==> config.mk <==
export PLATFORM = sky130hd
export DESIGN_NAME = spw_rx_top
export DESIGN_NICKNAME = d
export VERILOG_FILES = /design/src/spw_rx_pkg.sv /design/src/spw_rx_top.sv /design/src/spw_rx_classify.sv /design/src/spw_rx_char_decode.sv /design/src/spw_rx_char_shift.sv /design/src/spw_rx_bit_recovery.sv
export SDC_FILE = /design/constraint.sdc
export NUM_CORES = 1
export LEC_CHECK = 0
export BUFFER_PORTS_ARGS = -buffer_cell sky130_fd_sc_hd__buf_2
export CAP_MARGIN = 20
export CELL_PAD_IN_SITES_DETAIL_PLACEMENT = 0
export CELL_PAD_IN_SITES_GLOBAL_PLACEMENT = 1
export CORE_ASPECT_RATIO = 2
export CORE_UTILIZATION = 48
export CTS_CLUSTER_DIAMETER = 30
export CTS_CLUSTER_SIZE = 28
export DETAILED_ROUTE_END_ITERATION = 8
export PLACE_DENSITY = 0.8
export REMOVE_ABC_BUFFERS = 1
export SLEW_MARGIN = 20
export SYNTH_ARGS = -nofsm -noshare
export SYNTH_HDL_FRONTEND = slang
export SYNTH_SLANG_ARGS = --single-unit
export TNS_END_PERCENT = 5
==> constraint.sdc <==
create_clock -name posedge_clk -period 2.1 [get_ports posedge_clk]
set_input_delay 0.105 -clock posedge_clk [delete_from_list [all_inputs] [get_ports posedge_clk]]
set_output_delay 0.105 -clock posedge_clk [all_outputs]
set_load 0.02 [all_outputs]
==> src/spw_rx_pkg.sv <==
/*
 * SpaceWire receiver shared definitions
 * Character widths, control codes and the received payload byte,
 * which is read either as a data byte or as a time code.
 */

`default_nettype none

package spw_rx_pkg;

	// ------------------------------------------------------------------------
	// Character widths
	// ------------------------------------------------------------------------

	// Payload of a data character
	localparam int spw_data_bits = 8;
	// Parity, flag and eight data bits
	localparam int spw_data_char_bits = 10;
	// Parity, flag and two code bits
	localparam int spw_ctrl_char_bits = 4;

	// ------------------------------------------------------------------------
	// Control codes
	// ------------------------------------------------------------------------

	localparam logic [1:0] spw_code_fct = 2'd0;
	localparam logic [1:0] spw_code_eop = 2'd1;
	localparam logic [1:0] spw_code_eep = 2'd2;
	localparam logic [1:0] spw_code_esc = 2'd3;

	// ------------------------------------------------------------------------
	// Received payload byte
	// ------------------------------------------------------------------------

	// Plain data view, or time code view when ESC came first
	typedef union packed {
		logic [spw_data_bits-1:0] data;
		struct packed {
			// Two control flags on top
			logic [1:0] flags;
			// Six bit time counter
			logic [5:0] value;
		} tc;
	} spw_char_u;

endpackage

`default_nettype wire
==> src/spw_rx_top.sv <==
/*
 * SpaceWire receiver top
 * Bit recovery, character framing, field latch and token classifier
 * chained in the system clock domain.
 */

`timescale 1ns/100ps
`default_nettype none

module spw_rx_top (
	input  logic posedge_clk,
	input  logic rx_resetn,
	input  logic din,
	input  logic sin,
	output logic [spw_rx_pkg::spw_data_bits-1:0] rx_data,
	output logic rx_data_valid,
	output logic rx_eop,
	output logic rx_eep,
	output logic rx_fct,
	output logic rx_null,
	output logic [5:0] rx_time,
	output logic [1:0] rx_time_flags,
	output logic rx_time_valid,
	output logic parity_error,
	output logic escape_error
);

	import spw_rx_pkg::*;

	// Recovered bits
	logic bit_valid;
	logic bit_value;

	// Framed character
	logic char_done;
	logic is_control;
	logic flag_bit;
	logic parity_bit;
	logic [spw_data_bits-1:0] data_bits;
	logic [1:0] code_bits;
	logic last_is_control;
	logic last_is_data;

	// Latched fields
	logic [spw_data_bits:0] dta_timec_p;
	logic parity_rec_d;
	logic parity_rec_d_gen;
	logic [2:0] control_p_r;
	logic [2:0] control_l_r;
	logic parity_rec_c;
	logic parity_rec_c_gen;
	logic data_ready;
	logic control_ready;
	logic parity_checkable;

	spw_rx_bit_recovery spw_rx_bit_recovery_inst (
		.posedge_clk (posedge_clk),
		.rx_resetn   (rx_resetn),
		.din         (din),
		.sin         (sin),
		.bit_valid   (bit_valid),
		.bit_value   (bit_value)
	);

	spw_rx_char_shift spw_rx_char_shift_inst (
		.posedge_clk     (posedge_clk),
		.rx_resetn       (rx_resetn),
		.bit_valid       (bit_valid),
		.bit_value       (bit_value),
		.char_done       (char_done),
		.is_control      (is_control),
		.flag_bit        (flag_bit),
		.parity_bit      (parity_bit),
		.data_bits       (data_bits),
		.code_bits       (code_bits),
		.last_is_control (last_is_control),
		.last_is_data    (last_is_data)
	);

	spw_rx_char_decode spw_rx_char_decode_inst (
		.posedge_clk      (posedge_clk),
		.rx_resetn        (rx_resetn),
		.char_done        (char_done),
		.is_control       (is_control),
		.flag_bit         (flag_bit),
		.parity_bit       (parity_bit),
		.data_bits        (data_bits),
		.code_bits        (code_bits),
		.last_is_control  (last_is_control),
		.last_is_data     (last_is_data),
		.dta_timec_p      (dta_timec_p),
		.parity_rec_d     (parity_rec_d),
		.parity_rec_d_gen (parity_rec_d_gen),
		.control_p_r      (control_p_r),
		.control_l_r      (control_l_r),
		.parity_rec_c     (parity_rec_c),
		.parity_rec_c_gen (parity_rec_c_gen),
		.data_ready       (data_ready),
		.control_ready    (control_ready),
		.parity_checkable (parity_checkable)
	);

	spw_rx_classify spw_rx_classify_inst (
		.posedge_clk      (posedge_clk),
		.rx_resetn        (rx_resetn),
		.dta_timec_p      (dta_timec_p),
		.parity_rec_d     (parity_rec_d),
		.parity_rec_d_gen (parity_rec_d_gen),
		.control_p_r      (control_p_r),
		.control_l_r      (control_l_r),
		.parity_rec_c     (parity_rec_c),
		.parity_rec_c_gen (parity_rec_c_gen),
		.data_ready       (data_ready),
		.control_ready    (control_ready),
		.parity_checkable (parity_checkable),
		.rx_data          (rx_data),
		.rx_data_valid    (rx_data_valid),
		.rx_eop           (rx_eop),
		.rx_eep           (rx_eep),
		.rx_fct           (rx_fct),
		.rx_null          (rx_null),
		.rx_time          (rx_time),
		.rx_time_flags    (rx_time_flags),
		.rx_time_valid    (rx_time_valid),
		.parity_error     (parity_error),
		.escape_error     (escape_error)
	);

endmodule

`default_nettype wire

==> src/spw_rx_classify.sv <==
/*
 * SpaceWire token classifier
 * Checks parity of each latched character, resolves ESC sequences into
 * NULL, time codes or escape errors and raises one output strobe per
 * decoded token.
 */

`timescale 1ns/100ps
`default_nettype none

module spw_rx_classify (
	input  logic posedge_clk,
	input  logic rx_resetn,
	input  logic [spw_rx_pkg::spw_data_bits:0] dta_timec_p,
	input  logic parity_rec_d,
	input  logic parity_rec_d_gen,
	input  logic [2:0] control_p_r,
	input  logic [2:0] control_l_r,
	input  logic parity_rec_c,
	input  logic parity_rec_c_gen,
	input  logic data_ready,
	input  logic control_ready,
	input  logic parity_checkable,
	output logic [spw_rx_pkg::spw_data_bits-1:0] rx_data,
	output logic rx_data_valid,
	output logic rx_eop,
	output logic rx_eep,
	output logic rx_fct,
	output logic rx_null,
	output logic [5:0] rx_time,
	output logic [1:0] rx_time_flags,
	output logic rx_time_valid,
	output logic parity_error,
	output logic escape_error
);

	import spw_rx_pkg::*;

	spw_char_u byte_u;
	logic data_par_ok;
	logic ctrl_par_ok;
	// Previous token was a lone ESC
	logic esc_pending;
	logic esc_before_ctrl;
	logic [1:0] ctrl_code;

	assign byte_u      = dta_timec_p[spw_data_bits-1:0];
	assign ctrl_code   = control_p_r[1:0];
	assign data_par_ok = !parity_checkable || (parity_rec_d == parity_rec_d_gen);
	assign ctrl_par_ok = !parity_checkable || (parity_rec_c == parity_rec_c_gen);
	// History from decode agrees with the pending flag
	assign esc_before_ctrl = esc_pending && (control_l_r[1:0] == spw_code_esc);

	// ------------------------------------------------------------------------
	// Token strobes
	// ------------------------------------------------------------------------

	always_ff @(posedge posedge_clk or negedge rx_resetn)
	begin
		if (!rx_resetn)
		begin
			rx_data_valid <= 1'b0;
			rx_eop        <= 1'b0;
			rx_eep        <= 1'b0;
			rx_fct        <= 1'b0;
			rx_null       <= 1'b0;
			rx_time_valid <= 1'b0;
			parity_error  <= 1'b0;
			escape_error  <= 1'b0;
			esc_pending   <= 1'b0;
		end
		else
		begin
			rx_data_valid <= 1'b0;
			rx_eop        <= 1'b0;
			rx_eep        <= 1'b0;
			rx_fct        <= 1'b0;
			rx_null       <= 1'b0;
			rx_time_valid <= 1'b0;
			parity_error  <= 1'b0;
			escape_error  <= 1'b0;
			if (data_ready)
			begin
				esc_pending <= 1'b0;
				if (!data_par_ok)
					parity_error <= 1'b1;
				else if (esc_pending)
					rx_time_valid <= 1'b1;
				else
					rx_data_valid <= 1'b1;
			end
			else if (control_ready)
			begin
				if (!ctrl_par_ok)
				begin
					parity_error <= 1'b1;
					esc_pending  <= 1'b0;
				end
				else if (esc_before_ctrl)
				begin
					// Only ESC FCT is legal, as NULL
					esc_pending <= 1'b0;
					if (ctrl_code == spw_code_fct)
						rx_null <= 1'b1;
					else
						escape_error <= 1'b1;
				end
				else
				begin
					case (ctrl_code)
						spw_code_fct: rx_fct <= 1'b1;
						spw_code_eop: rx_eop <= 1'b1;
						spw_code_eep: rx_eep <= 1'b1;
						// Lone ESC waits for its partner
						default:      esc_pending <= 1'b1;
					endcase
				end
			end
		end
	end

	// Same byte read both ways
	always_ff @(posedge posedge_clk)
	begin
		if (data_ready)
		begin
			rx_data       <= byte_u.data;
			rx_time       <= byte_u.tc.value;
			rx_time_flags <= byte_u.tc.flags;
		end
	end

	a_one_strobe: assert property (
		@(posedge posedge_clk) disable iff (!rx_resetn)
		$onehot0({rx_data_valid, rx_eop, rx_eep, rx_fct, rx_null,
			rx_time_valid, parity_error, escape_error})
	);

endmodule

`default_nettype wire

==> src/spw_rx_char_decode.sv <==
/*
 * SpaceWire character field latch
 * Holds the latest data and control character fields until the next
 * character, keeps one step of control history and computes the parity
 * expected from the flag and the previous character's bits.
 */

`timescale 1ns/100ps
`default_nettype none

module spw_rx_char_decode (
	input  logic posedge_clk,
	input  logic rx_resetn,
	input  logic char_done,
	input  logic is_control,
	input  logic flag_bit,
	input  logic parity_bit,
	input  logic [spw_rx_pkg::spw_data_bits-1:0] data_bits,
	input  logic [1:0] code_bits,
	input  logic last_is_control,
	input  logic last_is_data,
	output logic [spw_rx_pkg::spw_data_bits:0] dta_timec_p,
	output logic parity_rec_d,
	output logic parity_rec_d_gen,
	output logic [2:0] control_p_r,
	output logic [2:0] control_l_r,
	output logic parity_rec_c,
	output logic parity_rec_c_gen,
	output logic data_ready,
	output logic control_ready,
	output logic parity_checkable
);

	import spw_rx_pkg::*;

	// XOR of the bits covered from the previous char
	logic prev_par;

	always_comb
	begin
		if (last_is_control)
			prev_par = ^control_p_r[1:0];
		else if (last_is_data)
			prev_par = ^dta_timec_p[spw_data_bits-1:0];
		else
			prev_par = 1'b0;
	end

	// ------------------------------------------------------------------------
	// Ready strobes and control history
	// ------------------------------------------------------------------------

	always_ff @(posedge posedge_clk or negedge rx_resetn)
	begin
		if (!rx_resetn)
		begin
			control_p_r      <= 3'd0;
			control_l_r      <= 3'd0;
			data_ready       <= 1'b0;
			control_ready    <= 1'b0;
			parity_checkable <= 1'b0;
		end
		else
		begin
			data_ready    <= char_done & ~is_control;
			control_ready <= char_done & is_control;
			if (char_done)
			begin
				// Nothing to check against on the very first char
				parity_checkable <= last_is_control | last_is_data;
				if (!is_control)
				begin
					// Data breaks any control sequence
					control_p_r <= 3'd0;
					control_l_r <= 3'd0;
				end
				else
				begin
					control_p_r <= {flag_bit, code_bits};
					control_l_r <= control_p_r;
				end
			end
		end
	end

	// ------------------------------------------------------------------------
	// Field latch and expected parity
	// ------------------------------------------------------------------------

	always_ff @(posedge posedge_clk)
	begin
		if (char_done)
		begin
			if (!is_control)
			begin
				dta_timec_p      <= {flag_bit, data_bits};
				parity_rec_d     <= parity_bit;
				// Odd parity over flag and previous payload
				parity_rec_d_gen <= ~(flag_bit ^ prev_par);
			end
			else
			begin
				parity_rec_c     <= parity_bit;
				parity_rec_c_gen <= ~(flag_bit ^ prev_par);
			end
		end
	end

	// One char per char_done so one kind per cycle
	a_one_ready: assert property (
		@(posedge posedge_clk) disable iff (!rx_resetn)
		!(data_ready && control_ready)
	);

endmodule

`default_nettype wire

==> src/spw_rx_char_shift.sv <==
/*
 * SpaceWire character framing
 * Collects recovered bits, takes parity and flag from the first two,
 * then shifts in two code bits or eight data bits, LSB first.
 * Also reports the kind of the character before the current one.
 */

`timescale 1ns/100ps
`default_nettype none

module spw_rx_char_shift (
	input  logic posedge_clk,
	input  logic rx_resetn,
	input  logic bit_valid,
	input  logic bit_value,
	output logic char_done,
	output logic is_control,
	output logic flag_bit,
	output logic parity_bit,
	output logic [spw_rx_pkg::spw_data_bits-1:0] data_bits,
	output logic [1:0] code_bits,
	output logic last_is_control,
	output logic last_is_data
);

	import spw_rx_pkg::*;

	// Bits taken so far in this character
	logic [3:0] bit_cnt;
	// Flag of the character in progress
	logic flag_q;
	logic par_q;
	// Payload shifter, newest bit on top
	logic [spw_data_bits-1:0] pay_q;
	// At least one character already framed
	logic have_char;
	// Index of the final bit
	logic [3:0] last_idx;
	logic last_bit;

	// Control characters end early
	assign last_idx = flag_q ? 4'(spw_ctrl_char_bits - 1) : 4'(spw_data_char_bits - 1);
	// Flag is settled by bit 2 so no false end before that
	assign last_bit = bit_valid && (bit_cnt == last_idx);

	// ------------------------------------------------------------------------
	// Framing control
	// ------------------------------------------------------------------------

	always_ff @(posedge posedge_clk or negedge rx_resetn)
	begin
		if (!rx_resetn)
		begin
			bit_cnt         <= 4'd0;
			flag_q          <= 1'b0;
			char_done       <= 1'b0;
			is_control      <= 1'b0;
			have_char       <= 1'b0;
			last_is_control <= 1'b0;
			last_is_data    <= 1'b0;
		end
		else
		begin
			char_done <= 1'b0;
			if (bit_valid)
			begin
				// Second bit is the flag
				if (bit_cnt == 4'd1)
					flag_q <= bit_value;
				if (last_bit)
				begin
					bit_cnt    <= 4'd0;
					char_done  <= 1'b1;
					is_control <= flag_q;
					// is_control still holds the previous kind here
					last_is_control <= have_char & is_control;
					last_is_data    <= have_char & ~is_control;
					have_char       <= 1'b1;
				end
				else
					bit_cnt <= bit_cnt + 4'd1;
			end
		end
	end

	// ------------------------------------------------------------------------
	// Field capture
	// ------------------------------------------------------------------------

	always_ff @(posedge posedge_clk)
	begin
		if (bit_valid)
		begin
			// First bit is parity
			if (bit_cnt == 4'd0)
				par_q <= bit_value;
			if (bit_cnt >= 4'd2)
				pay_q <= {bit_value, pay_q[spw_data_bits-1:1]};
			if (last_bit)
			begin
				parity_bit <= par_q;
				flag_bit   <= flag_q;
				data_bits  <= {bit_value, pay_q[spw_data_bits-1:1]};
				// Only two payload bits for a control char
				code_bits  <= {bit_value, pay_q[spw_data_bits-1]};
			end
		end
	end

	// Counter wraps at the end of the longest char
	a_cnt_range: assert property (
		@(posedge posedge_clk) disable iff (!rx_resetn)
		bit_cnt <= 4'(spw_data_char_bits)
	);

endmodule

`default_nettype wire

==> src/spw_rx_bit_recovery.sv <==
/*
 * SpaceWire data-strobe bit recovery
 * Brings the data and strobe lines into the system clock domain and
 * emits one bit strobe for every change of their XOR, together with
 * the synchronized data line as the bit value.
 */

`timescale 1ns/100ps
`default_nettype none

module spw_rx_bit_recovery (
	input  logic posedge_clk,
	input  logic rx_resetn,
	input  logic din,
	input  logic sin,
	output logic bit_valid,
	output logic bit_value
);

	// ------------------------------------------------------------------------
	// Two-flop synchronizers
	// ------------------------------------------------------------------------

	logic d_meta;
	logic d_sync;
	logic s_meta;
	logic s_sync;
	// Last seen XOR of the lines
	logic ds_xor_q;

	always_ff @(posedge posedge_clk or negedge rx_resetn)
	begin
		if (!rx_resetn)
		begin
			d_meta    <= 1'b0;
			d_sync    <= 1'b0;
			s_meta    <= 1'b0;
			s_sync    <= 1'b0;
			ds_xor_q  <= 1'b0;
			bit_valid <= 1'b0;
		end
		else
		begin
			d_meta <= din;
			d_sync <= d_meta;
			s_meta <= sin;
			s_sync <= s_meta;
			// Any change of D xor S marks a new bit
			ds_xor_q  <= d_sync ^ s_sync;
			bit_valid <= (d_sync ^ s_sync) ^ ds_xor_q;
		end
	end

	// Bit value travels with the strobe
	always_ff @(posedge posedge_clk)
	begin
		bit_value <= d_sync;
	end

	// ------------------------------------------------------------------------
	// Checks
	// ------------------------------------------------------------------------

	// DS encoding moves only one line per bit
	a_one_line_moves: assert property (
		@(posedge posedge_clk) disable iff (!rx_resetn)
		!($changed(d_sync) && $changed(s_sync))
	);

endmodule

`default_nettype wire

# [After elaboration in Yosys (flattened, before gate mapping)]
# Cells that the tools add are included.
# W data, S select, Z words.
[classes] n_addsub=1 shift=0 bitwise_logic=10 n_div=0 n_reduce_logical=18 eq_ne=8 magnitude_cmp=1 n_mux=47 multipliers=0
[op_table] op="$mux W1" n=43
[op_table] op="$reduce_and A2 Y1" n=7
[op_table] op="$mux W4" n=2
[op_table] op="$reduce_xor A8 Y1" n=1
[op_table] op="$add A4 B1 Y4 const B" n=1
[op_table] op="$and A1 B1 Y1" n=4
[op_table] op="$eq A2 B2 Y1 const B" n=2
[op_table] op="$eq A4 B1 Y1 const B" n=1
[op_table] op="$eq A4 B4 Y1" n=1
[op_table] op="$ge A4 B2 Y1 const B" n=1
[op_table] op="$logic_not A4 Y1" n=1
[op_table] op="$mux W2" n=2
[op_table] op="$ne A4 B4 Y1 const B" n=1
[op_table] op="$reduce_or A3 Y1" n=1
[op_table] op="$xor A1 B1 Y1" n=3
[op_table] op="$eq A1 B1 Y1" n=2
[op_table] op="$eq A2 B1 Y1 const B" n=1
[op_table] op="$logic_and A1 B1 Y1" n=2
[op_table] op="$logic_not A2 Y1" n=1
[op_table] op="$logic_or A1 B1 Y1" n=2
[op_table] op="$not A1 Y1" n=2
[op_table] op="$reduce_bool A2 Y1" n=1
[op_table] op="$reduce_xor A2 Y1" n=1
[op_table] op="$logic_not A1 Y1" n=1
[op_table] op="$or A1 B1 Y1" n=1
[word_totals] n_memories=0 latch_bits=0 ramBits=0 output_inout_bits=24 regBits=82 mem_bits_ro=0 input_bits=4 word_cells=127

# [Longest topological paths before layout]
# Gate-level depths: netlist of the first run.
[logic_depth] word_depth=7 mapped_depth=5 mapped_depth_nobuf=5

# [Hierarchy]
# Synthesis of the first run repeated with hierarchy kept, for this count alone.
[hier_totals] hier_cells=178 area_unflattened_um2=2792.7
[modules_own_cells] mod="spw_rx_char_shift" area_each_um2=1082.3 instances=1 cells_per_inst=63
[modules_own_cells] mod="spw_rx_char_decode" area_each_um2=817.0 instances=1 cells_per_inst=59
[modules_own_cells] mod="spw_rx_classify" area_each_um2=690.7 instances=1 cells_per_inst=47
[modules_own_cells] mod="spw_rx_bit_recovery" area_each_um2=202.7 instances=1 cells_per_inst=9

# [Worst setup path after synthesis of the first run]
# OpenSTA, ideal clock, no wires.
[synth_timing] path_type="flip-flop to flip-flop" startpoint="reg spw_rx_char_shift_inst.bit_cnt[1]" endpoint="reg spw_rx_char_shift_inst.is_control" t_required_ns=1.975 setup_time_ns=0.125 arrival_ns=1.599 stages_incl_launch_ff=5 n_path_buf=0 setup_slack_ns=0.376 path_cell_list="dfrtp_1 -> inv_1 -> nand3b_1 -> a211oi_4 -> mux2_4"
[synth_between] elab_chain_len=3
[synth_rtl] item="from (decl)" line_no="spw_rx_char_shift.sv:29" rtl="logic [3:0] bit_cnt;"
[synth_rtl] item="from (signal assigned)" line_no="spw_rx_char_shift.sv:81" rtl="bit_cnt <= bit_cnt + 4'd1;"
[synth_rtl] item="$eq A4 B4 Y1" line_no="spw_rx_char_shift.sv:44" rtl="assign last_bit = bit_valid && (bit_cnt == last_idx);"
[synth_rtl] item="$logic_and A1 B1 Y1" line_no="spw_rx_char_shift.sv:44"
[synth_rtl] item="$reduce_and A2 Y1 (no line)"
[synth_rtl] item="to (signal assigned)" line_no="spw_rx_char_shift.sv:74" rtl="is_control <= flag_q;"
[synth_rtl] item="to (decl)" line_no="spw_rx_char_shift.sv:17" rtl="output logic is_control,"
# No other way between the ends.
# A chain may end at the register's enable or synchronous reset.

# [Worst setup path after layout of the first run]
[layout_timing] startpoint="reg spw_rx_char_shift_inst.bit_cnt[1]" endpoint="reg spw_rx_char_shift_inst.data_bits[3] in the netlist's numbering (enable)"
[layout_between] elab_chain_len=3
[layout_rtl] item="$eq A4 B4 Y1" line_no="spw_rx_char_shift.sv:44"
[layout_rtl] item="$logic_and A1 B1 Y1" line_no="spw_rx_char_shift.sv:44"
[layout_rtl] item="$reduce_and A2 Y1 (no line)"
[layout_rtl] item="to (signal assigned)" line_no="spw_rx_char_shift.sv:103" rtl="data_bits <= {bit_value, pay_q[spw_data_bits-1:1]};"
[layout_rtl] item="to (decl)" line_no="spw_rx_char_shift.sv:20" rtl="output logic [spw_rx_pkg::spw_data_bits-1:0] data_bits,"
# No other way between the ends.

==> impl_metrics.json, run 1 <==
{
  "gp_congestion": 0.759,
  "ctsResizeCount": 0,
  "tns_ns": 0,
  "ys_seq_area_share_pct": 74.4,
  "fin_crit_sh_pct": 86.1,
  "track_usage_pct": 15.9,
  "io_pins": 28,
  "worst_slack_ns": 0.291,
  "wl_per_cell_um": 14.0,
  "fin_crit_ns": 1.81,
  "synth_area_per_cell_um2": 15.7,
  "worst_pin_slew_ns": 0.695,
  "antenna_found_initial": 0,
  "yosysTopAreaCell": "edfxtp_1",
  "drt_iter0_markers": 21,
  "grt_use_met1_pct": 14.4,
  "arrival_ns": 1.85,
  "grt_setup_unrepaired": "false",
  "synth.distinct_cells": 34,
  "hold_violations": 0,
  "grt.busiest_layer": "met2",
  "crit_fanout": 12,
  "max_stage_delay_ns": 0.50,
  "path_buf_inv": 2,
  "nets": 213,
  "fin_util_pct": 57.4,
  "syn_to_final_growth_pct": 13.9,
  "htreeDepth": 3,
  "die_x_um": 54.4,
  "finalMaxSlewViolations": 0,
  "placed_area_um2": 2790,
  "viasPerCell": 5.08,
  "grt_pass1_vias": 1394,
  "cts-root-buf": "clkbuf_8",
  "cp_cell_sequence": "inv_1 -> nand3b_1 -> a211oi_4 -> buf_4",
  "synth_top_area_share_pct": 43.3,
  "num_vias": 1340,
  "cts_sinks": 71,
  "clock_latency_ns": 0.34,
  "cp_top_family": "compound AO/OA/AOI/OAI gates",
  "worstSetupPathType": "reg2reg",
  "p_leak_nw": 1.23,
  "reg2reg_from": "spw_rx_char_shift_inst.bit_cnt[1]",
  "cp-startpoint": "spw_rx_char_shift_inst.bit_cnt[1]",
  "slowest_stage": "a211oi_4",
  "ant_nets": 0,
  "synthCells": 168,
  "core_um2": 5230,
  "timing.fmax_mhz": 553,
  "hold_ws_ns": 0.343,
  "n_antenna_cell": 0,
  "peakVddDrop_v": 0.000737,
  "grt_max_degree": 33,
  "crit_required_ns": 2.14,
  "finalSetupViolCount": 0,
  "ys_warn_count": 0,
  "finalPower_mw": 3.57,
  "use_met2_pct": 27.4,
  "overflow": 0,
  "worst_setup_path_start_kind": "flop",
  "use_met3_pct": 6.81,
  "power.density_nw_per_um2": 1190,
  "cts_tree": "done",
  "place_inst": 245,
  "numCtsBuffers": 9,
  "clock_path_buffers": 2,
  "syn_area_um2": 2640,
  "drcViolationCount": 0,
  "die_h_um": 107,
  "status": "completed",
  "dpl.hpwl_mm": 2.69,
  "yosys_register_bits": 71,
  "first_pass_iters": 2,
  "final_cells": 264,
  "wl_mm": 3.69,
  "rows": 37,
  "hold_path.class": "in2async",
  "finClkSkew_ns": 0.00793,
  "slew-limit-headroom_pct": 53.6,
  "design_area_um2": 3000,
  "grt_pass1_wl_mm": 6.16,
  "io_buffers": 27,
  "maxCapViolCount": 0,
  "clk_pin_slew_ns": 0.07,
  "netlist_top_cells_area": "edfxtp_1, dfrtp_1, ha_1, xnor2_1, xor2_1",
  "pre_cts_ws_ns": 0.266,
  "crit_path_end_kind": "flop",
  "dieArea_um2": 5810,
  "drive_gt1_share_pct": 22.3,
  "start_util_pct": 50.4,
  "cts_setup_buffers": 0
}
-- final timing paths --
| kind | to | slack (ns) | depth (start not counted) |
|---|---|---|---|
| setup / recovery | spw_rx_char_shift_inst.data_bits[3] | 0.29 | 4 |
| hold / removal | spw_rx_classify_inst.rx_eep | 0.34 | 2 |
| setup reg to reg | spw_rx_char_shift_inst.data_bits[3] | 0.29 | 4 |
| hold reg to reg | spw_rx_bit_recovery_inst.d_sync | 0.35 | 0 |
| max in group asynchronous | spw_rx_char_shift_inst.flag_q | 1.30 | 2 |
| min in group posedge_clk | spw_rx_bit_recovery_inst.d_sync | 0.35 | 0 |
-- flip-flops by register name, indices dropped and copies added, names as in the netlist, 2 cells and up --
register / count
spw_rx_classify_inst.rx_time_flags: 2
spw_rx_char_shift_inst.pay_q: 7
spw_rx_classify_inst.rx_time: 5
spw_rx_char_shift_inst.data_bits: 6
spw_rx_char_shift_inst.code_bits: 2
spw_rx_char_shift_inst.bit_cnt: 4
spw_rx_char_decode_inst.dta_timec_p: 8
spw_rx_char_decode_inst.control_p_r: 2
spw_rx_char_decode_inst.control_l_r: 2
-- what timing repair did --
item | 4_1_cts | 5_1_grt
endpoints found under the hold margin | 34 | 0
hold buffers | 3 | 0
setup endpoints to repair | 0 | 0
-- power breakdown --
part           internal (mW)  leakage (nW)  switching (mW)
clock network          0.546        0.0920           0.448
logic                  0.245         0.377           0.302
registers               1.78         0.765           0.249
-- synthesized netlist by cell type --
library cell / n
buf_2: 1
nor2_1: 8
nor4b_1: 1
nor3_1: 1
nand3b_1: 3
a21oi_1: 1
xnor2_1: 7
nor3b_1: 1
nand4b_1: 1
inv_1: 8
xor2_1: 7
nor4_1: 1
nand3_1: 7
or2_2: 1
dfrtp_1: 32
a31oi_1: 2
o41a_2: 1
o22ai_1: 1
dfxtp_1: 1
edfxtp_1: 38
a41oi_1: 1
mux2_2: 1
nand2b_1: 1
ha_1: 8
clkbuf_1: 1
a211oi_4: 1
o31a_1: 1
buf_4: 8
o21ai_0: 4
a22o_1: 3
and2_1: 4
mux2_4: 1
nand2_1: 9
and3_1: 2
-- per-layer routing --
metal  up-vias  wire length [um]
met1       646              1290
met5         -                 0
met3        12               163
li1        646                 -
met4         0                84
met2        36              2150
-- cells in the final DEF, fill, tap and decap left out, types with 2 or more instances in the layout --
cell type,count
clkbuf_8,9
o21ai_0,4
buf_4,2
a31oi_1,2
a22o_1,3
inv_1,8
nor2_1,8
nand2_1,9
nand3_1,7
dlygate4sd3_1,3
and2_1,4
dfrtp_1,32
edfxtp_1,38
and3_1,2
ha_1,8
clkbuf_1,3
buf_2,27
xor2_1,7
xnor2_1,7
nand3b_1,3
-- cell families (layout without fill, tap and decap cells) --
family,count (synthesis),in the layout,share of synthesized area (%)
xor+xnor,14,14,4.65
mux,2,2,0.996
compound gates,15,15,4.55
buf+inv,18,56,3.75
fa+ha+maj,8,8,3.80
flops,71,71,74.4
simple gates,40,40,7.87
-- cell type report --
| class | instances | area, um^2 |
|---|---|---|
| Clock buffer | 12 | 135 |
| Clock inverter | 4 | 47.5 |
| Fill cell | 422 | 2230 |
| Inverter | 8 | 30.0 |
| Multi-Input combinational cell | 79 | 577 |
| Sequential cell | 71 | 1960 |
| Tap cell | 58 | 72.6 |
| Timing Repair Buffer | 32 | 180 |
Note: power is estimated with default switching activity, not from simulation.
==> inputs of run 2 (changes only) <==
Settings changed: CELL_PAD_IN_SITES_DETAIL_PLACEMENT 0 to default, CELL_PAD_IN_SITES_GLOBAL_PLACEMENT 1 to default, CORE_UTILIZATION 48 to 57.
==> run 2 against run 1 <==
Net effect: routed wire length down 1.3%; maximum frequency increased by 5.6%; hold slack better by 0.0074 ns; sequential share of layout area up 0.25 points; flip-flop and latch count did not move; via count rose by 1.9%; final area down 0.37%; non-clock buffer count did not move; final cell count down 1.5%; count of clock-buffer cells in the layout unchanged; worst setup slack gained 0.096 ns; clock power down 6.4%; largest cell class unchanged; largest power group unchanged.
==> impl_metrics.json, run 2 (same netlist as run 1, synthesis figures left out) <==
{
  "cts-root-buf": "clkbuf_8",
  "grt_max_degree": 33,
  "numCtsBuffers": 9,
  "syn_to_final_growth_pct": 13.5,
  "multi_input_area_um2": 577,
  "tns_ns": 0,
  "final_common_cell": "edfxtp_1",
  "wl_per_cell_um": 14.0,
  "holdBufCountCts": 3,
  "slowest_stage": "dfrtp_1",
  "ctsResizeCount": 0,
  "overflow": 0,
  "first_pass_iters": 4,
  "reg_top3": "spw_rx_char_decode_inst.dta_timec_p: 8 flops, spw_rx_char_shift_inst.pay_q: 7 flops, spw_rx_char_shift_inst.data_bits: 6 flops",
  "htreeDepth": 3,
  "wl_mm": 3.65,
  "cp_cell_sequence": "inv_1 -> nand3b_1 -> a211oi_4 -> buf_4",
  "io_pins": 28,
  "core_um2": 4380,
  "grt.busiest_layer": "met2",
  "largest_reg_flops": 8,
  "die_h_um": 98.2,
  "finClkSkew_ns": 0.00530,
  "max_stage_delay_ns": 0.47,
  "clock_path_buffers": 2,
  "status": "completed",
  "worstSetupPathType": "reg2reg",
  "cts_setup_buffers": 0,
  "hold_path.class": "reg2reg",
  "dieArea_um2": 4920,
  "cts_tree": "done",
  "hold_ws_ns": 0.350,
  "track_usage_pct": 17.8,
  "seqCellArea_um2": 1960,
  "power.density_nw_per_um2": 1170,
  "clk_pin_slew_ns": 0.06,
  "crit_required_ns": 2.13,
  "hold_violations": 0,
  "drt_iter0_markers": 26,
  "timing.fmax_mhz": 584,
  "fin_crit_ns": 1.71,
  "final_cell_mix": "edfxtp_1, dfrtp_1, buf_2",
  "dpl.hpwl_mm": 2.60,
  "fin_crit_sh_pct": 81.5,
  "finalMaxSlewViolations": 0,
  "worst_pin_slew_ns": 0.700,
  "gp_congestion": 0.688,
  "peakVddDrop_v": 0.000860,
  "cts_sinks": 71,
  "grt_setup_unrepaired": "false",
  "grt_use_met1_pct": 18.2,
  "finalSetupViolCount": 0,
  "grt_pass1_wl_mm": 6.20,
  "use_met2_pct": 30.9,
  "start_util_pct": 60.2,
  "regMostFlops": "spw_rx_char_decode_inst.dta_timec_p",
  "maxCapViolCount": 0,
  "crit_path_end_kind": "flop",
  "p_leak_nw": 1.23,
  "rows": 34,
  "drive_gt1_share_pct": 23.3,
  "die_x_um": 50.1,
  "use_met3_pct": 5.30,
  "io_buffers": 27,
  "nets": 213,
  "nFillCells": 296,
  "num_vias": 1366,
  "antenna_found_initial": 0,
  "crit_fanout": 11,
  "drcViolationCount": 0,
  "ant_nets": 0,
  "grt_pass1_vias": 1389,
  "n_antenna_cell": 0,
  "slew-limit-headroom_pct": 53.3,
  "worst_setup_path_start_kind": "flop",
  "arrival_ns": 1.75,
  "viasPerCell": 5.25,
  "clock_latency_ns": 0.33
}
-- run 2: cell types whose count changed in the layout (fill, tap and decap cells not counted) --
cell        delta
clkbuf_1       -2
clkinv_4       -1
clkinv_2       +1
bufinv_16      -1
clkbuf_8       +2
clkinvlp_4     +1
-- run 2: power breakdown --
group | total, mW | internal (mW) | switching (mW)
Sequential | 2.02 | 1.78 | 0.246
Combinational | 0.551 | 0.245 | 0.306
Clock | 0.930 | 0.485 | 0.445
-- run 2: final cells by class --
| class | instances | share of cell area, % |
|---|---|---|
| Clock inverter | 4 | 0.711 |
| Multi-Input combinational cell | 79 | 19.3 |
| Sequential cell | 71 | 65.6 |
| Timing Repair Buffer | 32 | 6.02 |
| Tap cell | 54 | 2.26 |
| Clock buffer | 12 | 5.18 |
| Inverter | 8 | 1.00 |
-- run 2: worst max-delay path: cells and delay by family (launching register included) --
family / cells / cell delay (ns)
simple gates: 1 / 0.13
buf+inv: 2 / 0.42
compound gates: 1 / 0.39
flops: 1 / 0.47
-- run 2: per-stage QoR --
| step | power [mW] | util [%] | instance area [um^2] | worst slack (ns) | instances |
|---|---|---|---|---|---|
| floorplan | 2.39 | - | 2570 | 0.376 | 158 |
| global placement | 2.54 | 63.6 | 2790 | 0.484 | 241 |
| detailed placement | 2.60 | 63.6 | 2790 | 0.390 | 241 |
| CTS | 3.55 | 68.3 | 2990 | 0.379 | 260 |
| global route | 3.72 | 68.3 | 2990 | 0.303 | 260 |
| finish | 3.50 | 68.3 | 2990 | 0.388 | 260 |
-- run 2: final timing paths --
kind	from	to	slack (ns)	cells past startpoint
setup / recovery	spw_rx_char_shift_inst.bit_cnt[1]	spw_rx_char_shift_inst.code_bits[1]	0.39	4
hold / removal	spw_rx_bit_recovery_inst.s_meta	spw_rx_bit_recovery_inst.s_sync	0.35	0
setup reg to reg	spw_rx_char_shift_inst.bit_cnt[1]	spw_rx_char_shift_inst.code_bits[1]	0.39	4
hold reg to reg	spw_rx_bit_recovery_inst.s_meta	spw_rx_bit_recovery_inst.s_sync	0.35	0
max in group asynchronous	rx_resetn	spw_rx_bit_recovery_inst.d_sync	1.29	2
min in group asynchronous	rx_resetn	spw_rx_classify_inst.escape_error	0.36	2
-- run 2: per-layer routing --
| layer | wire [um] | vias to the layer above |
|---|---|---|
| met5 | 0 | - |
| met4 | 99 | 0 |
| met3 | 149 | 11 |
| met2 | 2020 | 49 |
| met1 | 1370 | 655 |
| li1 | - | 651 |
